### src/include/ldq_macros.svh
`ifndef LDQ_MACROS_SVH
`define LDQ_MACROS_SVH

// queue geometry
`define LDQ_DEPTH        4
`define LDQ_IDX_W        2
`define LDQ_CNT_W        3   // holds 0..LDQ_DEPTH

// tags carried by each load
`define LDQ_CMT_ID_W     6
`define LDQ_RNID_W       5

// APB slave
`define LDQ_APB_AW       4
`define LDQ_APB_DW       32

// register map
`define LDQ_ADDR_DISP    4'h0
`define LDQ_ADDR_CTRL    4'h4
`define LDQ_ADDR_STAT    4'h8

// status word layout, count sits in the low bits
`define LDQ_STAT_FULL_BIT 8

`endif

### src/hdl/ldq_pkg.sv
`include "ldq_macros.svh"

package ldq_pkg;

  // life of one load
  typedef enum logic [2:0] {
    IDLE       = 3'd0,
    ISSUE_WAIT = 3'd1,
    ISSUED     = 3'd2,
    DONE       = 3'd3,
    DEAD       = 3'd4
  } ldq_state_e;

  // DISP write word, cmt_id in the low bits
  typedef struct packed {
    logic [`LDQ_APB_DW-`LDQ_CMT_ID_W-`LDQ_RNID_W-3:0] pad;
    logic                                           pre_ready;
    logic [`LDQ_RNID_W-1:0]                         rs1_rnid;
    logic                                           rs1_valid;
    logic [`LDQ_CMT_ID_W-1:0]                       cmt_id;
  } ldq_disp_t;

  // CTRL write word
  typedef struct packed {
    logic [`LDQ_APB_DW-`LDQ_CMT_ID_W-3:0] pad;
    logic                               flush;
    logic                               commit;
    logic [`LDQ_CMT_ID_W-1:0]           cmt_id;
  } ldq_ctrl_t;

  // one APB word, the address picks the view
  typedef union packed {
    ldq_disp_t disp;
    ldq_ctrl_t ctrl;
  } ldq_wdata_u;

endpackage

### src/hdl/ldq_apb_front.sv
`timescale 1ns/1ps
`include "ldq_macros.svh"

module ldq_apb_front (
  input  logic                     i_clk,
  input  logic                     i_reset_n,

  input  logic                     i_psel,
  input  logic                     i_penable,
  input  logic                     i_pwrite,
  input  logic [`LDQ_APB_AW-1:0]   i_paddr,
  input  logic [`LDQ_APB_DW-1:0]   i_pwdata,
  output logic [`LDQ_APB_DW-1:0]   o_prdata,
  output logic                     o_pready,
  output logic                     o_pslverr,

  input  logic                     i_full,
  input  logic [`LDQ_CNT_W-1:0]    i_count,

  output logic                     o_disp_valid,
  output logic [`LDQ_CMT_ID_W-1:0] o_disp_cmt_id,
  output logic                     o_disp_rs1_valid,
  output logic [`LDQ_RNID_W-1:0]   o_disp_rs1_rnid,
  output logic                     o_disp_pre_ready,

  output logic                     o_commit_valid,
  output logic [`LDQ_CMT_ID_W-1:0] o_commit_cmt_id,
  output logic                     o_flush
);

  logic                w_access;
  logic                w_wr_disp;
  logic                w_wr_ctrl;
  ldq_pkg::ldq_wdata_u w_wdata;

  assign w_access  = i_psel & i_penable;
  assign w_wdata   = i_pwdata;
  assign w_wr_disp = w_access & i_pwrite & (i_paddr == `LDQ_ADDR_DISP);
  assign w_wr_ctrl = w_access & i_pwrite & (i_paddr == `LDQ_ADDR_CTRL);

  assign o_pready  = 1'b1;               // no wait states
  assign o_pslverr = w_wr_disp & i_full; // dispatch into a full queue

  // status read mux
  always_comb begin
    o_prdata = '0;
    if (!i_pwrite && (i_paddr == `LDQ_ADDR_STAT)) begin
      o_prdata[`LDQ_CNT_W-1:0]     = i_count;
      o_prdata[`LDQ_STAT_FULL_BIT] = i_full;
    end
  end

  // one-cycle pulses, the cycle after the access phase
  always_ff @(posedge i_clk or negedge i_reset_n) begin
    if (!i_reset_n) begin
      o_disp_valid   <= 1'b0;
      o_commit_valid <= 1'b0;
      o_flush        <= 1'b0;
    end else begin
      o_disp_valid   <= w_wr_disp & ~i_full;  // dropped when full
      o_commit_valid <= w_wr_ctrl & w_wdata.ctrl.commit;
      o_flush        <= w_wr_ctrl & w_wdata.ctrl.flush;
    end
  end

  always_ff @(posedge i_clk) begin
    if (w_wr_disp) begin
      o_disp_cmt_id    <= w_wdata.disp.cmt_id;
      o_disp_rs1_valid <= w_wdata.disp.rs1_valid;
      o_disp_rs1_rnid  <= w_wdata.disp.rs1_rnid;
      o_disp_pre_ready <= w_wdata.disp.pre_ready;
    end
    if (w_wr_ctrl) begin
      o_commit_cmt_id <= w_wdata.ctrl.cmt_id;
    end
  end

endmodule

### src/hdl/ldq_array.sv
`timescale 1ns/1ps
`include "ldq_macros.svh"

module ldq_array (
  input  logic                                     i_clk,
  input  logic                                     i_reset_n,

  input  logic                                     i_disp_valid,
  input  logic [`LDQ_CMT_ID_W-1:0]                 i_disp_cmt_id,
  input  logic                                     i_disp_rs1_valid,
  input  logic [`LDQ_RNID_W-1:0]                   i_disp_rs1_rnid,
  input  logic                                     i_disp_pre_ready,

  input  logic                                     i_phy_wr_valid,
  input  logic [`LDQ_RNID_W-1:0]                   i_phy_wr_rnid,

  input  logic                                     i_pick_valid,
  input  logic [`LDQ_IDX_W-1:0]                    i_pick_idx,

  input  logic                                     i_resp_valid,
  input  logic [`LDQ_IDX_W-1:0]                    i_resp_idx,
  input  logic                                     i_resp_replay,

  input  logic                                     i_commit_valid,
  input  logic [`LDQ_CMT_ID_W-1:0]                 i_commit_cmt_id,
  input  logic                                     i_flush,

  output logic [`LDQ_DEPTH-1:0]                    o_ready_mask,
  output logic [`LDQ_DEPTH-1:0][`LDQ_CMT_ID_W-1:0] o_cmt_ids,
  output logic                                     o_full,
  output logic [`LDQ_CNT_W-1:0]                    o_count
);

  ldq_pkg::ldq_state_e     w_state [`LDQ_DEPTH];
  logic [`LDQ_DEPTH-1:0]   w_alloc_oh;

  // lowest IDLE entry gets the dispatch, count includes DEAD entries
  always_comb begin
    logic found;
    found      = 1'b0;
    w_alloc_oh = '0;
    o_count    = '0;
    for (int i = 0; i < `LDQ_DEPTH; i++) begin
      if (!found && (w_state[i] == ldq_pkg::IDLE)) begin
        w_alloc_oh[i] = 1'b1;
        found         = 1'b1;
      end
      if (w_state[i] != ldq_pkg::IDLE) o_count = o_count + `LDQ_CNT_W'(1);
    end
    o_full = ~found;
  end

  for (genvar g = 0; g < `LDQ_DEPTH; g++) begin : g_entry
    ldq_entry u_entry (
      .i_clk            (i_clk),
      .i_reset_n        (i_reset_n),
      .i_alloc          (i_disp_valid & w_alloc_oh[g]),
      .i_disp_cmt_id    (i_disp_cmt_id),
      .i_disp_rs1_valid (i_disp_rs1_valid),
      .i_disp_rs1_rnid  (i_disp_rs1_rnid),
      .i_disp_pre_ready (i_disp_pre_ready),
      .i_phy_wr_valid   (i_phy_wr_valid),
      .i_phy_wr_rnid    (i_phy_wr_rnid),
      .i_pick           (i_pick_valid & (i_pick_idx == `LDQ_IDX_W'(g))),
      .i_resp_hit       (i_resp_valid & (i_resp_idx == `LDQ_IDX_W'(g))),
      .i_resp_replay    (i_resp_replay),
      .i_commit_valid   (i_commit_valid),
      .i_commit_cmt_id  (i_commit_cmt_id),
      .i_flush          (i_flush),
      .o_state          (w_state[g]),
      .o_ready          (o_ready_mask[g]),
      .o_cmt_id         (o_cmt_ids[g])
    );
  end

endmodule

### src/hdl/ldq_entry.sv
`timescale 1ns/1ps
`include "ldq_macros.svh"

module ldq_entry (
  input  logic                     i_clk,
  input  logic                     i_reset_n,

  input  logic                     i_alloc,
  input  logic [`LDQ_CMT_ID_W-1:0] i_disp_cmt_id,
  input  logic                     i_disp_rs1_valid,
  input  logic [`LDQ_RNID_W-1:0]   i_disp_rs1_rnid,
  input  logic                     i_disp_pre_ready,

  input  logic                     i_phy_wr_valid,
  input  logic [`LDQ_RNID_W-1:0]   i_phy_wr_rnid,

  input  logic                     i_pick,
  input  logic                     i_resp_hit,
  input  logic                     i_resp_replay,

  input  logic                     i_commit_valid,
  input  logic [`LDQ_CMT_ID_W-1:0] i_commit_cmt_id,
  input  logic                     i_flush,

  output ldq_pkg::ldq_state_e      o_state,
  output logic                     o_ready,
  output logic [`LDQ_CMT_ID_W-1:0] o_cmt_id
);

  ldq_pkg::ldq_state_e      r_state;
  ldq_pkg::ldq_state_e      w_state_next;
  logic [`LDQ_CMT_ID_W-1:0] r_cmt_id;
  logic [`LDQ_RNID_W-1:0]   r_rs1_rnid;
  logic                     r_rs1_ready;
  logic [`LDQ_RNID_W-1:0]   w_rs1_rnid;
  logic                     w_wake;
  logic                     w_load;
  logic                     w_release;

  // compare against the incoming tag on the dispatch cycle
  assign w_rs1_rnid = i_alloc ? i_disp_rs1_rnid : r_rs1_rnid;
  assign w_wake     = i_phy_wr_valid & (w_rs1_rnid == i_phy_wr_rnid);

  assign w_load    = (r_state == ldq_pkg::IDLE) & i_alloc & ~i_flush;
  assign w_release = i_commit_valid & (i_commit_cmt_id == r_cmt_id);

  always_comb begin
    w_state_next = r_state;
    if (i_flush) begin
      if (r_state != ldq_pkg::IDLE) w_state_next = ldq_pkg::DEAD;
    end else begin
      case (r_state)
        ldq_pkg::IDLE:       if (i_alloc) w_state_next = ldq_pkg::ISSUE_WAIT;
        ldq_pkg::ISSUE_WAIT: if (i_pick) w_state_next = ldq_pkg::ISSUED;
        ldq_pkg::ISSUED: begin
          if (i_resp_hit) begin
            w_state_next = i_resp_replay ? ldq_pkg::ISSUE_WAIT : ldq_pkg::DONE;
          end
        end
        ldq_pkg::DONE,
        ldq_pkg::DEAD:       if (w_release) w_state_next = ldq_pkg::IDLE;
        default:             w_state_next = ldq_pkg::IDLE;
      endcase
    end
  end

  always_ff @(posedge i_clk or negedge i_reset_n) begin
    if (!i_reset_n) begin
      r_state     <= ldq_pkg::IDLE;
      r_rs1_ready <= 1'b0;
    end else begin
      r_state <= w_state_next;
      if (w_load) begin
        r_rs1_ready <= ~i_disp_rs1_valid | i_disp_pre_ready | w_wake;
      end else begin
        r_rs1_ready <= r_rs1_ready | w_wake;
      end
    end
  end

  always_ff @(posedge i_clk) begin
    if (w_load) begin
      r_cmt_id   <= i_disp_cmt_id;
      r_rs1_rnid <= i_disp_rs1_rnid;
    end
  end

  assign o_state  = r_state;
  assign o_ready  = (r_state == ldq_pkg::ISSUE_WAIT) & r_rs1_ready & ~i_flush; // no pick on flush
  assign o_cmt_id = r_cmt_id;

endmodule

### src/hdl/ldq_issue_unit.sv
`timescale 1ns/1ps
`include "ldq_macros.svh"

module ldq_issue_unit (
  input  logic                                     i_clk,
  input  logic                                     i_reset_n,

  input  logic [`LDQ_DEPTH-1:0]                    i_ready_mask,
  input  logic [`LDQ_DEPTH-1:0][`LDQ_CMT_ID_W-1:0] i_cmt_ids,

  output logic                                     o_pick_valid,
  output logic [`LDQ_IDX_W-1:0]                    o_pick_idx,

  output logic                                     o_ld_valid,
  output logic [`LDQ_IDX_W-1:0]                    o_ld_idx,
  output logic [`LDQ_CMT_ID_W-1:0]                 o_ld_cmt_id,
  input  logic                                     i_ld_ready
);

  logic                 w_slot_free;
  logic [`LDQ_IDX_W-1:0] w_first_idx;

  // lowest index wins
  always_comb begin
    w_first_idx = '0;
    for (int i = `LDQ_DEPTH - 1; i >= 0; i--) begin
      if (i_ready_mask[i]) w_first_idx = `LDQ_IDX_W'(i);
    end
  end

  assign w_slot_free  = ~o_ld_valid | i_ld_ready;   // empty or draining
  assign o_pick_valid = w_slot_free & (|i_ready_mask);
  assign o_pick_idx   = w_first_idx;

  always_ff @(posedge i_clk or negedge i_reset_n) begin
    if (!i_reset_n) begin
      o_ld_valid <= 1'b0;
    end else if (o_pick_valid) begin
      o_ld_valid <= 1'b1;
    end else if (i_ld_ready) begin
      o_ld_valid <= 1'b0;
    end
  end

  // held under back-pressure
  always_ff @(posedge i_clk) begin
    if (o_pick_valid) begin
      o_ld_idx    <= w_first_idx;
      o_ld_cmt_id <= i_cmt_ids[w_first_idx];
    end
  end

endmodule

### src/hdl/ldq_top.sv
`timescale 1ns/1ps
`include "ldq_macros.svh"

module ldq_top (
  input  logic                     i_clk,
  input  logic                     i_reset_n,

  input  logic                     i_psel,
  input  logic                     i_penable,
  input  logic                     i_pwrite,
  input  logic [`LDQ_APB_AW-1:0]   i_paddr,
  input  logic [`LDQ_APB_DW-1:0]   i_pwdata,
  output logic [`LDQ_APB_DW-1:0]   o_prdata,
  output logic                     o_pready,
  output logic                     o_pslverr,

  input  logic                     i_phy_wr_valid,
  input  logic [`LDQ_RNID_W-1:0]   i_phy_wr_rnid,

  output logic                     o_ld_valid,
  output logic [`LDQ_IDX_W-1:0]    o_ld_idx,
  output logic [`LDQ_CMT_ID_W-1:0] o_ld_cmt_id,
  input  logic                     i_ld_ready,

  input  logic                     i_resp_valid,
  input  logic [`LDQ_IDX_W-1:0]    i_resp_idx,
  input  logic                     i_resp_replay
);

  logic                                     w_full;
  logic [`LDQ_CNT_W-1:0]                    w_count;
  logic                                     w_disp_valid;
  logic [`LDQ_CMT_ID_W-1:0]                 w_disp_cmt_id;
  logic                                     w_disp_rs1_valid;
  logic [`LDQ_RNID_W-1:0]                   w_disp_rs1_rnid;
  logic                                     w_disp_pre_ready;
  logic                                     w_commit_valid;
  logic [`LDQ_CMT_ID_W-1:0]                 w_commit_cmt_id;
  logic                                     w_flush;
  logic [`LDQ_DEPTH-1:0]                    w_ready_mask;
  logic [`LDQ_DEPTH-1:0][`LDQ_CMT_ID_W-1:0] w_cmt_ids;
  logic                                     w_pick_valid;
  logic [`LDQ_IDX_W-1:0]                    w_pick_idx;

  ldq_apb_front u_front (
    .i_clk (i_clk), .i_reset_n (i_reset_n),
    .i_psel (i_psel), .i_penable (i_penable), .i_pwrite (i_pwrite),
    .i_paddr (i_paddr), .i_pwdata (i_pwdata),
    .o_prdata (o_prdata), .o_pready (o_pready), .o_pslverr (o_pslverr),
    .i_full (w_full), .i_count (w_count),
    .o_disp_valid (w_disp_valid), .o_disp_cmt_id (w_disp_cmt_id),
    .o_disp_rs1_valid (w_disp_rs1_valid), .o_disp_rs1_rnid (w_disp_rs1_rnid),
    .o_disp_pre_ready (w_disp_pre_ready),
    .o_commit_valid (w_commit_valid), .o_commit_cmt_id (w_commit_cmt_id),
    .o_flush (w_flush)
  );

  ldq_array u_array (
    .i_clk (i_clk), .i_reset_n (i_reset_n),
    .i_disp_valid (w_disp_valid), .i_disp_cmt_id (w_disp_cmt_id),
    .i_disp_rs1_valid (w_disp_rs1_valid), .i_disp_rs1_rnid (w_disp_rs1_rnid),
    .i_disp_pre_ready (w_disp_pre_ready),
    .i_phy_wr_valid (i_phy_wr_valid), .i_phy_wr_rnid (i_phy_wr_rnid),
    .i_pick_valid (w_pick_valid), .i_pick_idx (w_pick_idx),
    .i_resp_valid (i_resp_valid), .i_resp_idx (i_resp_idx),
    .i_resp_replay (i_resp_replay),
    .i_commit_valid (w_commit_valid), .i_commit_cmt_id (w_commit_cmt_id),
    .i_flush (w_flush),
    .o_ready_mask (w_ready_mask), .o_cmt_ids (w_cmt_ids),
    .o_full (w_full), .o_count (w_count)
  );

  ldq_issue_unit u_issue (
    .i_clk (i_clk), .i_reset_n (i_reset_n),
    .i_ready_mask (w_ready_mask), .i_cmt_ids (w_cmt_ids),
    .o_pick_valid (w_pick_valid), .o_pick_idx (w_pick_idx),
    .o_ld_valid (o_ld_valid), .o_ld_idx (o_ld_idx), .o_ld_cmt_id (o_ld_cmt_id),
    .i_ld_ready (i_ld_ready)
  );

endmodule

### config.mk
export PLATFORM = sky130hd
export DESIGN_NAME = ldq_top
export DESIGN_NICKNAME = d
export VERILOG_FILES = /design/src/hdl/ldq_pkg.sv /design/src/hdl/ldq_apb_front.sv /design/src/hdl/ldq_array.sv /design/src/hdl/ldq_entry.sv /design/src/hdl/ldq_issue_unit.sv /design/src/hdl/ldq_top.sv
export VERILOG_INCLUDE_DIRS = /design/src /design/src/include
export SDC_FILE = /design/constraint.sdc
export NUM_CORES = 1
export LEC_CHECK = 0
export ABC_AREA = 1
export BUFFER_PORTS_ARGS = -buffer_cell sky130_fd_sc_hd__buf_2
export CAP_MARGIN = 15
export CORE_MARGIN = 4
export CORE_UTILIZATION = 49
export CTS_BUF_LIST = sky130_fd_sc_hd__clkbuf_16
export DETAILED_ROUTE_END_ITERATION = 12
export HOLD_SLACK_MARGIN = 0.15
export PLACE_DENSITY = 0.71
export SYNTH_ARGS = -nofsm -noshare
export SYNTH_HDL_FRONTEND = slang
export SYNTH_SLANG_ARGS = --single-unit
### constraint.sdc
create_clock -name i_clk -period 5.65 [get_ports i_clk]
set_clock_uncertainty 0.15 [all_clocks]
set_input_delay 0.8475 -clock i_clk [delete_from_list [all_inputs] [get_ports i_clk]]
set_output_delay 0.8475 -clock i_clk [all_outputs]
set_load 0.01 [all_outputs]
# Yosys cells after proc, flatten, opt, wreduce, memory -nomap -nowiden
# Index checks and enable logic that the tools add are counted.
# classes
n_addsub	3
order_cmp	1
eq_ne	52
muxes	58
n_bitwise	59
reduce_logical	29
# op_table
operator	count
$mux 3	28
$ne 3x3->1 const B	16
$pmux 3 s4	4
$and 1x1->1	45
$eq 3x2->1 const B	8
$eq 6x6->1	4
$eq 5x5->1	4
$mux 5	4
$reduce_and 5->1	4
$mux 1	15
$bmux 6 s2	1
$eq 3x1->1 const B	4
$eq 3x3->1 const B	4
$logic_not 3->1	4
$reduce_bool 3->1	4
$mux 2	5
$or 1x1->1	10
$eq 2x2->1 const B	4
$ne 2x1->1 const B	4
$reduce_or 2->1	4
$add 3x1->3 const B	2
$mux 6	1
$eq 2x1->1 const B	2
$eq 4x3->1 const B	1
10 further kinds	20
# totals
ff_bits	91
in_bits	52
output_inout_bits	43
elab_cells	229

# Logic depth before layout (Yosys ltp)
# depth
ltp_word	17
ltp_mapped	16
mapped_depth_nobuf	15

# Cells and area by module
# Synthesis repeated with hierarchy kept, for this count alone.
# hier_totals
hier_cells	671
area_unflattened_um2	5343.9
# by_module_without_submodules
mod	n_inst	cells_each	area_per_inst_um2	seq_area_each_um2
ldq_entry	4	109	852.1	430.4
ldq_apb_front	1	81	989.7	645.6
ldq_issue_unit	1	93	656.9	265.3
ldq_array	1	61	289.0	0.0

# Worst setup path before layout
# Ideal clock, no wire load.
# synth_timing
path_type	register to output
start	register u_array.g_entry[1].u_entry.r_state[0]
end	output o_prdata[2]
t_arrival_ns	1.848
required_time_ns	4.653
slack_ns	2.805
path_stages_with_launch	11
path_cell_list	dfrtp_1 nor2_1 inv_1 nor2_1 ha_1 xnor2_1 inv_1 ha_1 inv_1 o21ai_0 nor3b_1
# synth_between
elab_chain_len	7
# synth_rtl
element	line_no	text
start, declared	ldq_entry.sv:30	ldq_pkg::ldq_state_e r_state;
start signal, assigned	ldq_entry.sv:69	r_state <= ldq_pkg::IDLE;
start signal, assigned	ldq_entry.sv:72	r_state <= w_state_next;
$reduce_bool 3->1 *	ldq_array.sv:48	if (w_state[i] != ldq_pkg::IDLE) o_count = o_count + `LDQ_CNT_W'(1);
$mux 3 *	ldq_array.sv:48	
$add 3x1->3	ldq_array.sv:48	
$mux 3 *	ldq_array.sv:48	
$add 3x1->3	ldq_array.sv:48	
$mux 3 *	ldq_array.sv:48	
$mux 3 *	ldq_apb_front.sv:47	if (!i_pwrite && (i_paddr == `LDQ_ADDR_STAT)) begin
end, declared	ldq_top.sv:13	output logic [`LDQ_APB_DW-1:0] o_prdata,
# Every way passes the cells marked *; elsewhere a longest branch is shown, timed or not.

# Final worst setup path
# layout_timing
start	register u_array.g_entry[1].u_entry.r_state[0]
end	output o_prdata[1]
# The elaborated chain is that of the path after synthesis.

==> flow_summary.json <==
{
  "outcome": "complete, no violations",
  "place.port_buffers": 46,
  "cts_setup_buffers": 0,
  "maxClockFrequency_ghz": 0.288,
  "clock_tree.buffer_depth": 2,
  "number_of_cells_on_the_worst_reg_to_reg_path": 12,
  "design_area_mm2": 0.00551,
  "postCtsHoldBufs": 0,
  "detailroute.via_count": 3755,
  "max-cap-violations": 0,
  "worst_pin_slew_ns": 0.805,
  "clkSinkCount": 91,
  "worstSetupEndpointType": "primary output",
  "hpwlAfterDp_um": 7940,
  "finalWeightedCongestion": 0.910,
  "worst_ep_arrival_time_ns": 2.48,
  "timing.critical_path.slowest_cell_delay_ns": 0.42,
  "grt_start_max_net_pins": 21,
  "fp.dieW_um": 108,
  "grt_usage_pct": 19.0,
  "grt_remaining_overflow": 0,
  "ys_seq_elements": 91,
  "area_delta_synth_final_pct": 11.7,
  "synth_cells": 546,
  "routed_via_density": 5.09,
  "worst-r2r-setup-slack_ns": 2.90,
  "first_global_vias": 3578,
  "layout_worst_path_cycle_share_pct": 61.5,
  "clock_insertion_delay_worst_skew_ns": 0.34,
  "setup_ws_ns": 2.18,
  "final_core_area_utilization_pct": 56.4,
  "power-per-cell-area_mw_per_mm2": 409,
  "netlist-cell-type-count": 37,
  "detail_route.first_pass.iterations": 5,
  "timing.final.crit_period_ns": 3.47,
  "detailedRoute.firstIterationViolations": 209,
  "hold_slack_ns": 0.304,
  "min_path_type": "in2async",
  "synth.top_cell.area_share_pct": 43.2,
  "leading_cell_type_in_the_layout_fill_and_taps_excluded": "nand2_1",
  "yosysWarnings": 0,
  "regToRegEndpoint": "u_array.g_entry[1].u_entry.o_state[1]",
  "yosysSeqAreaShare_pct": 53.4,
  "grt_first_pass_wirelength_um": 17200,
  "cts_inserted_buffers": 9,
  "fill_cells": 841,
  "timing_max_transition_violations_final": 0,
  "die_height_um": 108,
  "floorplan.initialDensity_pct": 50.5,
  "power.total_mw": 2.25,
  "timing.final.hold_violations": 0,
  "ctsResizeCount": 0,
  "n_antenna_cell": 0,
  "post_synth.cell_area_avg_um2": 9.04,
  "tritoncts": "yes",
  "placed_cells": 722,
  "worstPathRequired_ns": 4.65,
  "initial_antenna_violation_count": 0,
  "floorplan.die_area_mm2": 0.0117,
  "floorplan.rows": 36,
  "final-seq-area_mm2": 0.00263,
  "worst_path_max_delay_cell": "dfrtp_1",
  "setup-violations-final": 0,
  "rr_startpoint": "u_front.o_flush",
  "vdd.ir_drop.worst_v": 0.000194,
  "cts.htree.levels": 3,
  "timing.setup.tns_ns": 0,
  "layout_common_cells": "nand2_1 (114), edfxtp_1 (71), inv_1 (70), nor2_1 (57), buf_2 (46)",
  "power.leakage_nw": 2.51,
  "timing.max_slew.rel_slack_pct": 46.2,
  "critical_path_peak_fanout": 5,
  "detailedPlace.worstSlack_ns": 2.54,
  "worstSetupPathType": "reg2out",
  "finalNetCount": 657,
  "multiInputGateArea_mm2": 0.00187,
  "clock_tree.root_cell": "clkbuf_16",
  "cts.clk_slew.worst_paths_ns": 0.07,
  "rsz0062_at_grt": "false",
  "timing.critical_path.cells": "nor2_1 > inv_1 > nor2_1 > inv_1 > ha_1 > nand2_1 > o21ai_0 > ha_1 > nor2_1 > nor2_1 > o21ai_0 > inv_1 > buf_2",
  "post_layout_nonfiller_instances": 738,
  "drt.antenna.violating_nets": 0,
  "critical_path_start_type": "flop",
  "placed_area_mm2": 0.00521,
  "layout-drive-gt1-share_pct": 15.9,
  "leading_area_contributor_after_synthesis": "edfxtp_1",
  "drt-total-wl_um": 10600,
  "area_of_the_core_region_mm2": 0.00977,
  "detail_route.drc_violations": 0,
  "wl_per_cell_um": 14.4,
  "cp_num_buf_inv": 4,
  "synthesis.area_mm2": 0.00493,
  "synthTopCellsByArea": "edfxtp_1 (43%), dfrtp_1 (10%), nand2_1 (8.7%), inv_1 (5.3%), buf_4 (4.4%)",
  "cp_most_frequent_cell": "nor2_1",
  "cpLargestDelayFamily": "simple AND/OR/NAND/NOR gates",
  "boundaryPins": 95
}
==> cells in the mapped netlist <==
master	number
conb_1	2
o211ai_1	1
a31o_2	1
o22ai_1	3
inv_1	70
buf_2	1
buf_4	29
nor3_1	6
nor2_1	57
ha_1	5
nand2_1	114
xor2_1	13
inv_2	5
o2111ai_1	2
nand3_1	29
o31ai_1	1
nand4_2	1
nand4_1	8
nor2_4	6
nand2_2	11
a21oi_1	17
o21ai_0	35
a31oi_1	2
o21ai_2	1
buf_6	2
nor3b_1	2
edfxtp_1	71
mux2i_1	3
nor2_2	4
nand3_2	1
a211oi_1	2
xnor2_1	7
o21a_1	3
clkbuf_1	2
dfrtp_1	20
nor4_1	1
o21ai_1	8
==> metal layers <==
metal | vias up | track usage, % | wire, um
li1 | 1854 | - | -
met1 | 1734 | 25.8 | 4610
met2 | 148 | 31.3 | 5030
met3 | 19 | 2.15 | 710
met4 | 0 | 7.84 | 236
met5 | - | 0 | 0
==> cells by family after synthesis <==
kind of cell	synth area share, %
simple gates	21.7
buf+inv	10.8
flops	53.4
compound gates	8.50
xor+xnor	3.55
fa+ha+maj	1.27
mux	0.609
other cells	0.152
==> registers in the layout, indices dropped and copies added (netlist names) <==
| signal | count |
|---|---|
| u_array.g_entry.u_entry.o_cmt_id | 24 |
| u_array.g_entry.u_entry.o_state | 12 |
| u_array.g_entry.u_entry.r_rs1_ready | 4 |
| u_array.g_entry.u_entry.r_rs1_rnid | 20 |
| u_front.o_commit_cmt_id | 6 |
| u_front.o_commit_valid | 1 |
| u_front.o_disp_cmt_id | 6 |
| u_front.o_disp_pre_ready | 1 |
| u_front.o_disp_rs1_rnid | 5 |
| u_front.o_disp_rs1_valid | 1 |
| u_front.o_disp_valid | 1 |
| u_front.o_flush | 1 |
| u_issue.o_ld_cmt_id | 6 |
| u_issue.o_ld_idx | 2 |
| u_issue.o_ld_valid | 1 |
==> area by class of cell <==
type / instances / share of cell area [%]
flip-flops and latches: 91 / 47.8
multi-input cells: 373 / 33.9
repair buffers: 50 / 4.72
clock buffers: 9 / 4.09
inverters: 75 / 5.11
well taps: 133 / 3.02
clock inverters: 7 / 1.39
==> report_power, final <==
part	leakage [nW]	internal (mW)	total, mW	switching [mW]
Clock	0.148	0.314	0.594	0.281
Sequential	0.887	0.812	0.862	0.0503
Combinational	1.47	0.272	0.797	0.525
==> worst max-delay path by stage <==
| stage | start | cells after the start | slack, ns | endpoint |
|---|---|---|---|---|
| floorplan | u_array.g_entry[1].u_entry.o_state[0] | 10 | 2.80 | o_prdata[2] |
| global placement | u_array.g_entry[1].u_entry.o_state[0] | 13 | 2.62 | o_prdata[1] |
| detailed placement | u_array.g_entry[1].u_entry.o_state[0] | 13 | 2.54 | o_prdata[1] |
| CTS | u_array.g_entry[1].u_entry.o_state[0] | 13 | 2.16 | o_prdata[1] |
| global route | u_array.g_entry[1].u_entry.o_state[0] | 13 | 1.93 | o_prdata[1] |
| finish | u_array.g_entry[1].u_entry.o_state[0] | 13 | 2.18 | o_prdata[1] |
Note: power is estimated with default switching activity, not from simulation.
